<file path="src/common/qbert_cfg.svh">
// qbert playfield configuration
// raster geometry, pyramid layout and the colour palette

`ifndef QBERT_CFG_SVH
`define QBERT_CFG_SVH

// ----------------------------------------------------------------------
// raster and pyramid geometry
// ----------------------------------------------------------------------
// raster coordinate widths
`define QB_X_W 11
`define QB_Y_W 10

// seven ranks, 1+2+...+7 cubes
`define QB_N_RANK 7
`define QB_N_CUBE 28

// apex anchor of the top cube
`define QB_R1_X 250
`define QB_R1_Y 190
// anchor step from one rank to the next
`define QB_RANK_DX 37
`define QB_RANK_DY 22
// anchor step between columns of one rank
`define QB_COL_DY 44
// half diagonals of a cube top
`define QB_HALF_X 15
`define QB_HALF_Y 22

// ----------------------------------------------------------------------
// palette, {r, g, b}
// ----------------------------------------------------------------------
`define QB_RGB_TOP       {8'd222, 8'd222, 8'd0}
`define QB_RGB_VISITED   {8'd86, 8'd70, 8'd239}
`define QB_RGB_BG        {8'd0, 8'd0, 8'd0}
// dimmed set while the game is paused
`define QB_RGB_P_TOP     {8'd160, 8'd160, 8'd0}
`define QB_RGB_P_VISITED {8'd60, 8'd50, 8'd170}
`define QB_RGB_P_BG      {8'd50, 8'd50, 8'd50}
// flat screens
`define QB_RGB_MENU      {8'd0, 8'd0, 8'd80}
`define QB_RGB_OVER      {8'd0, 8'd50, 8'd100}

`endif
</file>
<file path="src/common/qbert_video_pkg.sv">
// video side types of the qbert playfield
// pixel colour and tile classification

`default_nettype none

package qbert_video_pkg;

	// one colour channel
	typedef logic [7:0] chan_t;

	// {r, g, b}, red in the top byte
	typedef chan_t [2:0] rgb_t;

	// what the current pixel belongs to
	typedef enum logic [1:0] {
		TILE_NONE    = 2'd0,
		TILE_TOP     = 2'd1,
		TILE_VISITED = 2'd2
	} tile_kind_e;

endpackage

`default_nettype wire

</file>
<file path="src/common/qbert_game_pkg.sv">
// game side types of the qbert playfield
// screen modes and raster coordinates

`default_nettype none

`include "qbert_cfg.svh"

package qbert_game_pkg;

	// raster coordinates, also used for the qbert position
	typedef logic [`QB_X_W-1:0] x_t;
	typedef logic [`QB_Y_W-1:0] y_t;

	// screen mode of the controller
	typedef enum logic [1:0] {
		MODE_MENU = 2'd0,
		MODE_PLAY = 2'd1,
		MODE_OVER = 2'd2
	} screen_mode_e;

endpackage

`default_nettype wire

</file>
<file path="src/hw/qbert_map.sv">
// qbert playfield map, top level
// mode controller, 28 cube cells and the pixel colouriser

`default_nettype none
`timescale 1ns/1ps

`include "qbert_cfg.svh"

module qbert_map (
	input  logic                          CLK_33,
	input  logic                          rst_n,
	input  qbert_game_pkg::x_t            x_cnt,
	input  qbert_game_pkg::y_t            y_cnt,
	input  qbert_game_pkg::x_t            qbert_x,
	input  qbert_game_pkg::y_t            qbert_y,
	input  logic                          move_done,
	input  logic                          start,
	input  logic                          pause,
	input  logic                          resume,
	input  logic                          menu,
	input  logic                          gameover,
	input  logic [`QB_N_CUBE-1:0]         color_state,
	output qbert_video_pkg::rgb_t         pixel_rgb,
	output logic [`QB_N_CUBE-1:0]         position_qb,
	output qbert_game_pkg::screen_mode_e  mode
);

	// registered raster and latched qbert position
	qbert_game_pkg::x_t pix_x;
	qbert_game_pkg::y_t pix_y;
	qbert_game_pkg::x_t qb_x;
	qbert_game_pkg::y_t qb_y;
	logic paused;
	// one top hit per cube, pipeline stage 2
	logic [`QB_N_CUBE-1:0] top_hit;

	// ------------------------------------------------------------------
	// mode fsm, raster stage 1, position latch
	// ------------------------------------------------------------------
	frame_control u_frame_control (
		.CLK_33   (CLK_33),
		.rst_n    (rst_n),
		.x_cnt    (x_cnt),
		.y_cnt    (y_cnt),
		.qbert_x  (qbert_x),
		.qbert_y  (qbert_y),
		.move_done(move_done),
		.start    (start),
		.pause    (pause),
		.resume   (resume),
		.menu     (menu),
		.gameover (gameover),
		.pix_x    (pix_x),
		.pix_y    (pix_y),
		.qb_x     (qb_x),
		.qb_y     (qb_y),
		.mode     (mode),
		.paused   (paused)
	);

	// ------------------------------------------------------------------
	// pyramid, rank r holds r+1 cubes
	// ------------------------------------------------------------------
	for (genvar r = 0; r < `QB_N_RANK; r++) begin : g_rank
		for (genvar c = 0; c <= r; c++) begin : g_col
			// flat index, ranks packed one after another
			localparam int IDX = r * (r + 1) / 2 + c;

			cube_cell #(
				.RANK(r),
				.COL (c)
			) u_cube_cell (
				.CLK_33 (CLK_33),
				.rst_n  (rst_n),
				.pix_x  (pix_x),
				.pix_y  (pix_y),
				.qb_x   (qb_x),
				.qb_y   (qb_y),
				.top_hit(top_hit[IDX]),
				.on_cube(position_qb[IDX])
			);
		end
	end

	// stage 3, one rgb per pixel
	pixel_colorizer u_pixel_colorizer (
		.CLK_33     (CLK_33),
		.rst_n      (rst_n),
		.top_hit    (top_hit),
		.color_state(color_state),
		.mode       (mode),
		.paused     (paused),
		.pixel_rgb  (pixel_rgb)
	);

endmodule

`default_nettype wire

</file>
<file path="src/hw/pixel_colorizer.sv">
// pixel colouriser of the qbert playfield
// reduces the cube hits to one rgb pixel per screen mode and palette

`default_nettype none
`timescale 1ns/1ps

`include "qbert_cfg.svh"

module pixel_colorizer (
	input  logic                          CLK_33,
	input  logic                          rst_n,
	input  logic [`QB_N_CUBE-1:0]         top_hit,
	input  logic [`QB_N_CUBE-1:0]         color_state,
	input  qbert_game_pkg::screen_mode_e  mode,
	input  logic                          paused,
	output qbert_video_pkg::rgb_t         pixel_rgb
);

	qbert_video_pkg::tile_kind_e tile_kind;
	qbert_video_pkg::rgb_t tile_rgb;
	qbert_video_pkg::rgb_t rgb_nxt;

	// ------------------------------------------------------------------
	// tile classification
	// ------------------------------------------------------------------
	always_comb begin
		if (|top_hit) begin
			// visited when a hit cube has its bit set
			if (|(top_hit & color_state))
				tile_kind = qbert_video_pkg::TILE_VISITED;
			else
				tile_kind = qbert_video_pkg::TILE_TOP;
		end else begin
			tile_kind = qbert_video_pkg::TILE_NONE;
		end
	end

	// ------------------------------------------------------------------
	// palette lookup
	// ------------------------------------------------------------------
	always_comb begin
		if (paused) begin
			// dimmed palette
			case (tile_kind)
				qbert_video_pkg::TILE_TOP:     tile_rgb = `QB_RGB_P_TOP;
				qbert_video_pkg::TILE_VISITED: tile_rgb = `QB_RGB_P_VISITED;
				default:                       tile_rgb = `QB_RGB_P_BG;
			endcase
		end else begin
			case (tile_kind)
				qbert_video_pkg::TILE_TOP:     tile_rgb = `QB_RGB_TOP;
				qbert_video_pkg::TILE_VISITED: tile_rgb = `QB_RGB_VISITED;
				default:                       tile_rgb = `QB_RGB_BG;
			endcase
		end
	end

	// screen mode picks the source
	always_comb begin
		case (mode)
			qbert_game_pkg::MODE_PLAY: rgb_nxt = tile_rgb;
			qbert_game_pkg::MODE_OVER: rgb_nxt = `QB_RGB_OVER;
			// menu screen is one flat colour
			default:                   rgb_nxt = `QB_RGB_MENU;
		endcase
	end

	// ------------------------------------------------------------------
	// raster stage 3
	// ------------------------------------------------------------------
	always_ff @(posedge CLK_33 or negedge rst_n) begin
		if (!rst_n)
			pixel_rgb <= '0;
		else
			pixel_rgb <= rgb_nxt;
	end

endmodule

`default_nettype wire

</file>
<file path="src/hw/frame_control.sv">
// frame controller of the qbert playfield
// screen mode fsm, pause flag, raster register and qbert position latch

`default_nettype none
`timescale 1ns/1ps

module frame_control (
	input  logic                          CLK_33,
	input  logic                          rst_n,
	input  qbert_game_pkg::x_t            x_cnt,
	input  qbert_game_pkg::y_t            y_cnt,
	input  qbert_game_pkg::x_t            qbert_x,
	input  qbert_game_pkg::y_t            qbert_y,
	input  logic                          move_done,
	input  logic                          start,
	input  logic                          pause,
	input  logic                          resume,
	input  logic                          menu,
	input  logic                          gameover,
	output qbert_game_pkg::x_t            pix_x,
	output qbert_game_pkg::y_t            pix_y,
	output qbert_game_pkg::x_t            qb_x,
	output qbert_game_pkg::y_t            qb_y,
	output qbert_game_pkg::screen_mode_e  mode,
	output logic                          paused
);

	qbert_game_pkg::screen_mode_e mode_nxt;
	logic paused_nxt;

	// ------------------------------------------------------------------
	// screen mode fsm
	// ------------------------------------------------------------------
	always_comb begin
		mode_nxt = mode;
		case (mode)
			qbert_game_pkg::MODE_MENU: begin
				// pause also leaves the menu
				if (start || pause)
					mode_nxt = qbert_game_pkg::MODE_PLAY;
			end
			qbert_game_pkg::MODE_PLAY: begin
				if (menu)
					mode_nxt = qbert_game_pkg::MODE_MENU;
				else if (gameover)
					mode_nxt = qbert_game_pkg::MODE_OVER;
			end
			qbert_game_pkg::MODE_OVER: begin
				if (menu)
					mode_nxt = qbert_game_pkg::MODE_MENU;
				else if (start)
					mode_nxt = qbert_game_pkg::MODE_PLAY;
			end
			default: mode_nxt = qbert_game_pkg::MODE_MENU;
		endcase
	end

	// pause flag only lives inside play
	always_comb begin
		paused_nxt = paused;
		if (mode_nxt != qbert_game_pkg::MODE_PLAY)
			paused_nxt = 1'b0;
		else if (resume || start)
			paused_nxt = 1'b0;
		else if (pause && mode == qbert_game_pkg::MODE_PLAY)
			paused_nxt = 1'b1;
	end

	always_ff @(posedge CLK_33 or negedge rst_n) begin
		if (!rst_n) begin
			mode   <= qbert_game_pkg::MODE_MENU;
			paused <= 1'b0;
			qb_x   <= '0;
			qb_y   <= '0;
		end else begin
			mode   <= mode_nxt;
			paused <= paused_nxt;
			// position holds between moves
			if (move_done) begin
				qb_x <= qbert_x;
				qb_y <= qbert_y;
			end
		end
	end

	// raster stage 1
	always_ff @(posedge CLK_33) begin
		pix_x <= x_cnt;
		pix_y <= y_cnt;
	end

endmodule

`default_nettype wire

</file>
<file path="src/hw/pyramid/cube_cell.sv">
// one cube of the pyramid
// top hitbox test on the raster and qbert-on-cube test

`default_nettype none
`timescale 1ns/1ps

`include "qbert_cfg.svh"

module cube_cell #(
	parameter int RANK = 0,
	parameter int COL  = 0
) (
	input  logic                CLK_33,
	input  logic                rst_n,
	input  qbert_game_pkg::x_t  pix_x,
	input  qbert_game_pkg::y_t  pix_y,
	input  qbert_game_pkg::x_t  qb_x,
	input  qbert_game_pkg::y_t  qb_y,
	output logic                top_hit,
	output logic                on_cube
);

	// anchor, apex of the cube top
	localparam int AX = `QB_R1_X + RANK * `QB_RANK_DX;
	localparam int AY = `QB_R1_Y + RANK * `QB_RANK_DY - COL * `QB_COL_DY;

	// top hitbox, full width and full height
	localparam int TOP_X_LO = AX - `QB_HALF_X;
	localparam int TOP_X_HI = AX + `QB_HALF_X;
	localparam int TOP_Y_LO = AY;
	localparam int TOP_Y_HI = AY + 2 * `QB_HALF_Y;

	// qbert box around the top centre, half size
	localparam int ON_Y_MID = AY + `QB_HALF_Y;
	localparam int ON_X_LO  = AX - `QB_HALF_X / 2;
	localparam int ON_X_HI  = AX + `QB_HALF_X / 2;
	localparam int ON_Y_LO  = ON_Y_MID - `QB_HALF_Y / 2;
	localparam int ON_Y_HI  = ON_Y_MID + `QB_HALF_Y / 2;

	logic top_in;
	logic qb_in;

	always_comb begin
		top_in = (int'(pix_x) >= TOP_X_LO) && (int'(pix_x) <= TOP_X_HI) &&
			(int'(pix_y) >= TOP_Y_LO) && (int'(pix_y) <= TOP_Y_HI);
		qb_in = (int'(qb_x) >= ON_X_LO) && (int'(qb_x) <= ON_X_HI) &&
			(int'(qb_y) >= ON_Y_LO) && (int'(qb_y) <= ON_Y_HI);
	end

	// raster stage 2
	always_ff @(posedge CLK_33) begin
		top_hit <= top_in;
	end

	// one edge after the position latch
	always_ff @(posedge CLK_33 or negedge rst_n) begin
		if (!rst_n)
			on_cube <= 1'b0;
		else
			on_cube <= qb_in;
	end

endmodule

`default_nettype wire

</file>
<file path="config.mk">
export PLATFORM = sky130hd
export DESIGN_NAME = qbert_map
export DESIGN_NICKNAME = d
export VERILOG_FILES = /design/src/common/qbert_video_pkg.sv /design/src/common/qbert_game_pkg.sv /design/src/hw/qbert_map.sv /design/src/hw/pixel_colorizer.sv /design/src/hw/frame_control.sv /design/src/hw/pyramid/cube_cell.sv
export VERILOG_INCLUDE_DIRS = /design/src /design/src/common
export SDC_FILE = /design/constraint.sdc
export NUM_CORES = 1
export LEC_CHECK = 0
export BUFFER_PORTS_ARGS = -buffer_cell sky130_fd_sc_hd__buf_2
export CAP_MARGIN = 20
export CELL_PAD_IN_SITES_DETAIL_PLACEMENT = 1
export CELL_PAD_IN_SITES_GLOBAL_PLACEMENT = 2
export CORE_UTILIZATION = 35
export DETAILED_ROUTE_END_ITERATION = 7
export PLACE_DENSITY_LB_ADDON = 0.2
export SLEW_MARGIN = 20
export SYNTH_ARGS = -nofsm -noshare
export SYNTH_HDL_FRONTEND = slang
export SYNTH_SLANG_ARGS = --single-unit
export TNS_END_PERCENT = 20
</file>
<file path="constraint.sdc">
create_clock -name CLK_33 -period 4.9 [get_ports CLK_33]
set_clock_uncertainty 0.05 [all_clocks]
set_input_delay 0.49 -clock CLK_33 [delete_from_list [all_inputs] [get_ports CLK_33]]
set_output_delay 0.49 -clock CLK_33 [all_outputs]
set_load 0.01 [all_outputs]
</file>
Word-level counts from Yosys, hierarchy flattened
Cells that the tools add are included.
Cells by class
  eq/ne operators: 5
  multiplexer cells: 15
  $lt $le $gt $ge: 80
  $add $sub $neg: 0
  shift-type cells: 0
  multipliers: 0
  reduce and logical (&&, ||, !) cells: 133
  divide/modulo/power cells: 0
  bitwise gates (word level): 1
Operators by type and width (count)
  $le A11 B9 Y1 const B: 14
  $pmux W24 S2: 3
  $ge A11 B9 Y1 const B: 12
  $logic_and A1 B1 Y1: 127
  $ge A10 B8 Y1 const B: 11
  $le A10 B8 Y1 const B: 11
  $le A10 B9 Y1 const B: 11
  $ge A10 B9 Y1 const B: 8
  $ge A10 B7 Y1 const B: 6
  $reduce_or A28 Y1: 2
  $le A10 B7 Y1 const B: 4
  $and A28 B28 Y28: 1
  $mux W24: 1
  $ge A11 B8 Y1 const B: 2
  $mux W2: 7
  $ge A10 B6 Y1 const B: 1
  $pmux W2 S3: 1
  $eq A2 B1 Y1 const B: 2
  $eq A2 B2 Y1 const B: 2
  $mux W1: 3
  $reduce_bool A3 Y1: 1
  $logic_not A2 Y1: 1
  $logic_or A1 B1 Y1: 2
  $ne A2 B1 Y1 const B: 1
Word-level totals
  output and inout bits: 54
  bits in latches: 0
  word-level logic and storage cells: 299
  ROM bits: 0
  bits in writable memories: 0
  register bits after elaboration: 125
  memories kept: 0

Logic depth before layout (Yosys ltp)
  depth after elaboration: 8
  mapped depth: 8

By module
Synthesis repeated with hierarchy kept, for this count alone.
Unflattened totals
  cell total of the unflattened synthesis: 939
  area, all modules: 8573.2 um^2
By module, submodules not included
  frame_control: times used 1, cells an instance 79, area an instance 1358.8 um^2
  pixel_colorizer: times used 1, cells an instance 95, area an instance 953.4 um^2
  cube_cell (g_rank[3].g_col[0].u_cube_cell ...): times used 2, cells an instance 26, area an instance 231.5 um^2
  cube_cell (g_rank[4].g_col[2].u_cube_cell ...): times used 2, cells an instance 25, area an instance 217.7 um^2
  cube_cell (g_rank[2].g_col[2].u_cube_cell): times used 1, cells an instance 30, area an instance 254.0 um^2
  cube_cell (g_rank[4].g_col[1].u_cube_cell): times used 1, cells an instance 30, area an instance 246.5 um^2
  cube_cell (g_rank[2].g_col[0].u_cube_cell): times used 1, cells an instance 33, area an instance 241.5 um^2
  cube_cell (g_rank[3].g_col[1].u_cube_cell): times used 1, cells an instance 28, area an instance 241.5 um^2
  cube_cell (g_rank[1].g_col[1].u_cube_cell): times used 1, cells an instance 29, area an instance 239.0 um^2
  cube_cell (g_rank[2].g_col[1].u_cube_cell): times used 1, cells an instance 28, area an instance 232.7 um^2
  cube_cell (g_rank[3].g_col[3].u_cube_cell): times used 1, cells an instance 31, area an instance 231.5 um^2
  cube_cell (g_rank[3].g_col[2].u_cube_cell): times used 1, cells an instance 29, area an instance 230.2 um^2
  cube_cell (g_rank[4].g_col[4].u_cube_cell): times used 1, cells an instance 27, area an instance 226.5 um^2
  cube_cell (g_rank[5].g_col[2].u_cube_cell): times used 1, cells an instance 28, area an instance 226.5 um^2
  14 more rows

Least setup slack after synthesis
No wires, ideal clock.
  path kind: in2reg
  start: input color_state[0]
  end: register u_pixel_colorizer.pixel_rgb[6] in the netlist's numbering
  path slack: 2.985 ns
  arrival: 1.740 ns
  path buffers: 1
  stages on the path: 6
  required time: 4.725 ns
  cell sequence: a22oi_1 > nand4_1 > or4_1 > clkbuf_1 > a41oi_1 > nand2_1
RTL lines
  start, declared: line qbert_map.sv:22  | input logic [`QB_N_CUBE-1:0] color_state,
  end signal, assigned: line pixel_colorizer.sv:75  | pixel_rgb <= rgb_nxt;
  end, declared: line pixel_colorizer.sv:16  | output qbert_video_pkg::rgb_t pixel_rgb

==> impl_metrics.ini <==
[sta]
fmax_mhz = 471.2
finalSetupTns_ns = 0
min_period_over_period = 0.4331
fin_crit_ns = 2.122
setup_viol = 0
maxSlewViolCount = 0
tightestPinTransition_ns = 0.8647
finalHoldViolCount = 0
slew_headroom = 0.4235
rsz0062_at_grt = false

[synthesis]
synth_cell_types = 60
synth_area_leaders = dfrtp_1, dfxtp_1, nor2_1
ys_seq_area_frac = 0.4964
yosys-top-cells-count = nor2_1, dfrtp_1, dfxtp_1, buf_4, nand2_1
syn_area_per_cell_um2 = 9.315
synth.most_common_cell = nor2_1
synth-simple-area-share = 0.2116
synthAdderAreaFrac = 0.01364
synth-xor-area-share = 0
syn-cell-area_um2 = 5505
synth_top_family_by_area = simple AND/OR/NAND/NOR gates
ys_seq_elements = 119
ys.flop_type = dfrtp_1
synth_mux_area_frac = 0.03864
netlist_instances = 591
synth-compound-area-share = 0.1545
synth_top_area_frac = 0.3182
synthArstFlopShare = 0.5882
yosysWarnings = 0
yosys.area.top_type = dfrtp_1
synth_edf_count = 0

[final_layout]
area_delta_synth_final_pct = 19.89
nets = 756
fin_cells = 895
drive_gt1_frac = 0.2646
antenna_cells = 0

[die]
dieArea_um2 = 16230
core_region_area_um2 = 15260
fp-row-count = 45
ios = 132
dieHeight_um = 127.4
initial_core_util = 0.3608
die_w_um = 127.4

[critical_path]
crit_path_start_kind = register
crit_chain = a22oi_1 -> nand4_1 -> or4_1 -> a41oi_1 -> nand2_1
critPathMaxFanout = 9
critPathMaxStageDelay_ns = 0.72
required_ns = 5.15
cpMaxStageDelayCell = or4_1
critPathArrivalTime_ns = 2.37
cp-end-kind = register
path_class = register to register

[power]
ir_drop_uv = 254.2
p_leak_uw = 0.002964
power.density_nw_per_um2 = 403.0

[cts]
hold_buffers = 0
post-cts-setup-buffers = 0
cts_tree = built
clk_pin_slew_worst_paths_ns = 0.05
clk_latency_ns = 0.42
cts-htree-levels = 4
cts_resized = 0
clockBufferDepth = 2
clockRootBuffer = clkbuf_16
cts_sinks = 119
cts_buffers = 17

[global_routing]
grt_pass1_wl_um = 25530
grt_usage = 0.2060
grt_overflow = 0
antenna_found_initial = 0
grt_pass1_vias = 4909
grt_max_degree = 71

[outcome]
outcome = finished, final reports clean

[placement]
dp.cells = 864
place_congestion = 0.8184
dp_hpwl_um = 11790
numPortBuffers = 129

[drt]
detail-route-antenna-nets = 0
wl_per_cell_um = 17.62
drt_iter0_markers = 260
vias_per_cell = 5.242
routed_wl_um = 15770
drt_first_pass_iters = 4
drc = 0
vias = 4692

[run]
maxCapViolations = 0

[hold_path]
hold_path.class = primary input to register
final timing paths:
kind                                                   startpoint                                endpoint  slack (ns)  cells after the start
hold reg to reg                          u_frame_control.qb_x[10]  g_rank[0].g_col[0].u_cube_cell.on_cube        0.50                      1
setup / recovery           g_rank[2].g_col[2].u_cube_cell.top_hit          u_pixel_colorizer.pixel_rgb[6]        2.78                      5
hold / removal                                           y_cnt[9]                u_frame_control.pix_y[9]        0.12                      1
setup reg to reg           g_rank[2].g_col[2].u_cube_cell.top_hit          u_pixel_colorizer.pixel_rgb[6]        2.78                      5
min in group asynchronous                                   rst_n                 u_frame_control.qb_x[4]        0.21                      2
max in group asynchronous                                   rst_n                 u_frame_control.mode[0]        4.01                      2
cell usage in the layout, fill, tap and decap left out, drive strengths merged, types with 3 or more instances in the layout:
cell and n:
mux2 18, nand3b 3, clkinv 4, ha 6, nand2b 6, o22ai 3
a211oi 8, nor4b 4, a41oi 3, nand4b 5, o211ai 5, o21a 3
nor2 81, a31oi 10, nor4 21, nor2b 6, nand2 36, nand4 12
dfxtp 49, or3 7, or2 4, a21o 6, clkbuf 26, a22oi 16
o21ai 37, dfrtp 70, a21oi 19, o31ai 4, buf 130, nor3 17
and3 7, nand3 14, inv 16
power by group:
part           total, uW  switching (uW)  leakage (uW)  internal, uW
sequential          1130            94.2       0.00132          1040
combinational        329             190       0.00135           139
clock               1200             429      0.000292           773
flip-flops by register name, indices dropped and copies added, names as in the netlist:
signal and flops:
g_rank.g_col.u_cube_cell.on_cube 28, g_rank.g_col.u_cube_cell.top_hit 28, u_pixel_colorizer.pixel_rgb 18, u_frame_control.pix_x 11, u_frame_control.qb_x 11, u_frame_control.pix_y 10
u_frame_control.qb_y 10, u_frame_control.mode 2, u_frame_control.paused 1
cell families (layout without fill, tap and decap cells):
kind of cell | after synthesis | count (layout)
AND/OR/NAND/NOR | 231 | 231
AO/OA/AOI/OAI | 131 | 131
flip-flops | 119 | 119
buffers and inverters | 84 | 176
multiplexers | 19 | 19
adder cells (fa/ha/maj) | 6 | 6
other | 1 | 2
cell type report:
type / instances / area (um^2)
multi-input cells: 389 / 2311
well taps: 211 / 264.0
repair buffers: 130 / 653.1
flip-flops and latches: 119 / 2733
fillers: 1763 / 8658
clock buffers: 26 / 553.0
clock inverters: 5 / 30.03
inverters: 15 / 56.30
stage by stage:
step / hold WS (ns) / power [uW] / util / worst slack (ns) / instance area [um^2]
global route: 0.09921 / 2790 / 0.4326 / 2.664 / 6600
finish: 0.1217 / 2660 / 0.4326 / 2.778 / 6600
CTS: 0.09794 / 2693 / 0.4326 / 2.758 / 6600
global placement: 0.4817 / 1463 / 0.3943 / 2.580 / 6017
floorplan: 0.1444 / 1332 / - / 2.985 / 5509
detailed placement: 0.4817 / 1477 / 0.3943 / 2.517 / 6017
metal layers:
metal	vias up	wire, um	global-route usage
li1	2252	-	-
met1	2304	6869	0.2474
met2	115	7850	0.3513
met3	21	687	0.05109
met4	0	359	0.08613
met5	-	0	0
critical path, delay by kind of cell, from the launching register on:
family             cells  cell delay [ns]
AOI/OAI and AO/OA      2             0.66
DFF                    1             0.34
and+or+nand+nor        3             0.95
Power figures use the tool's default switching activity.
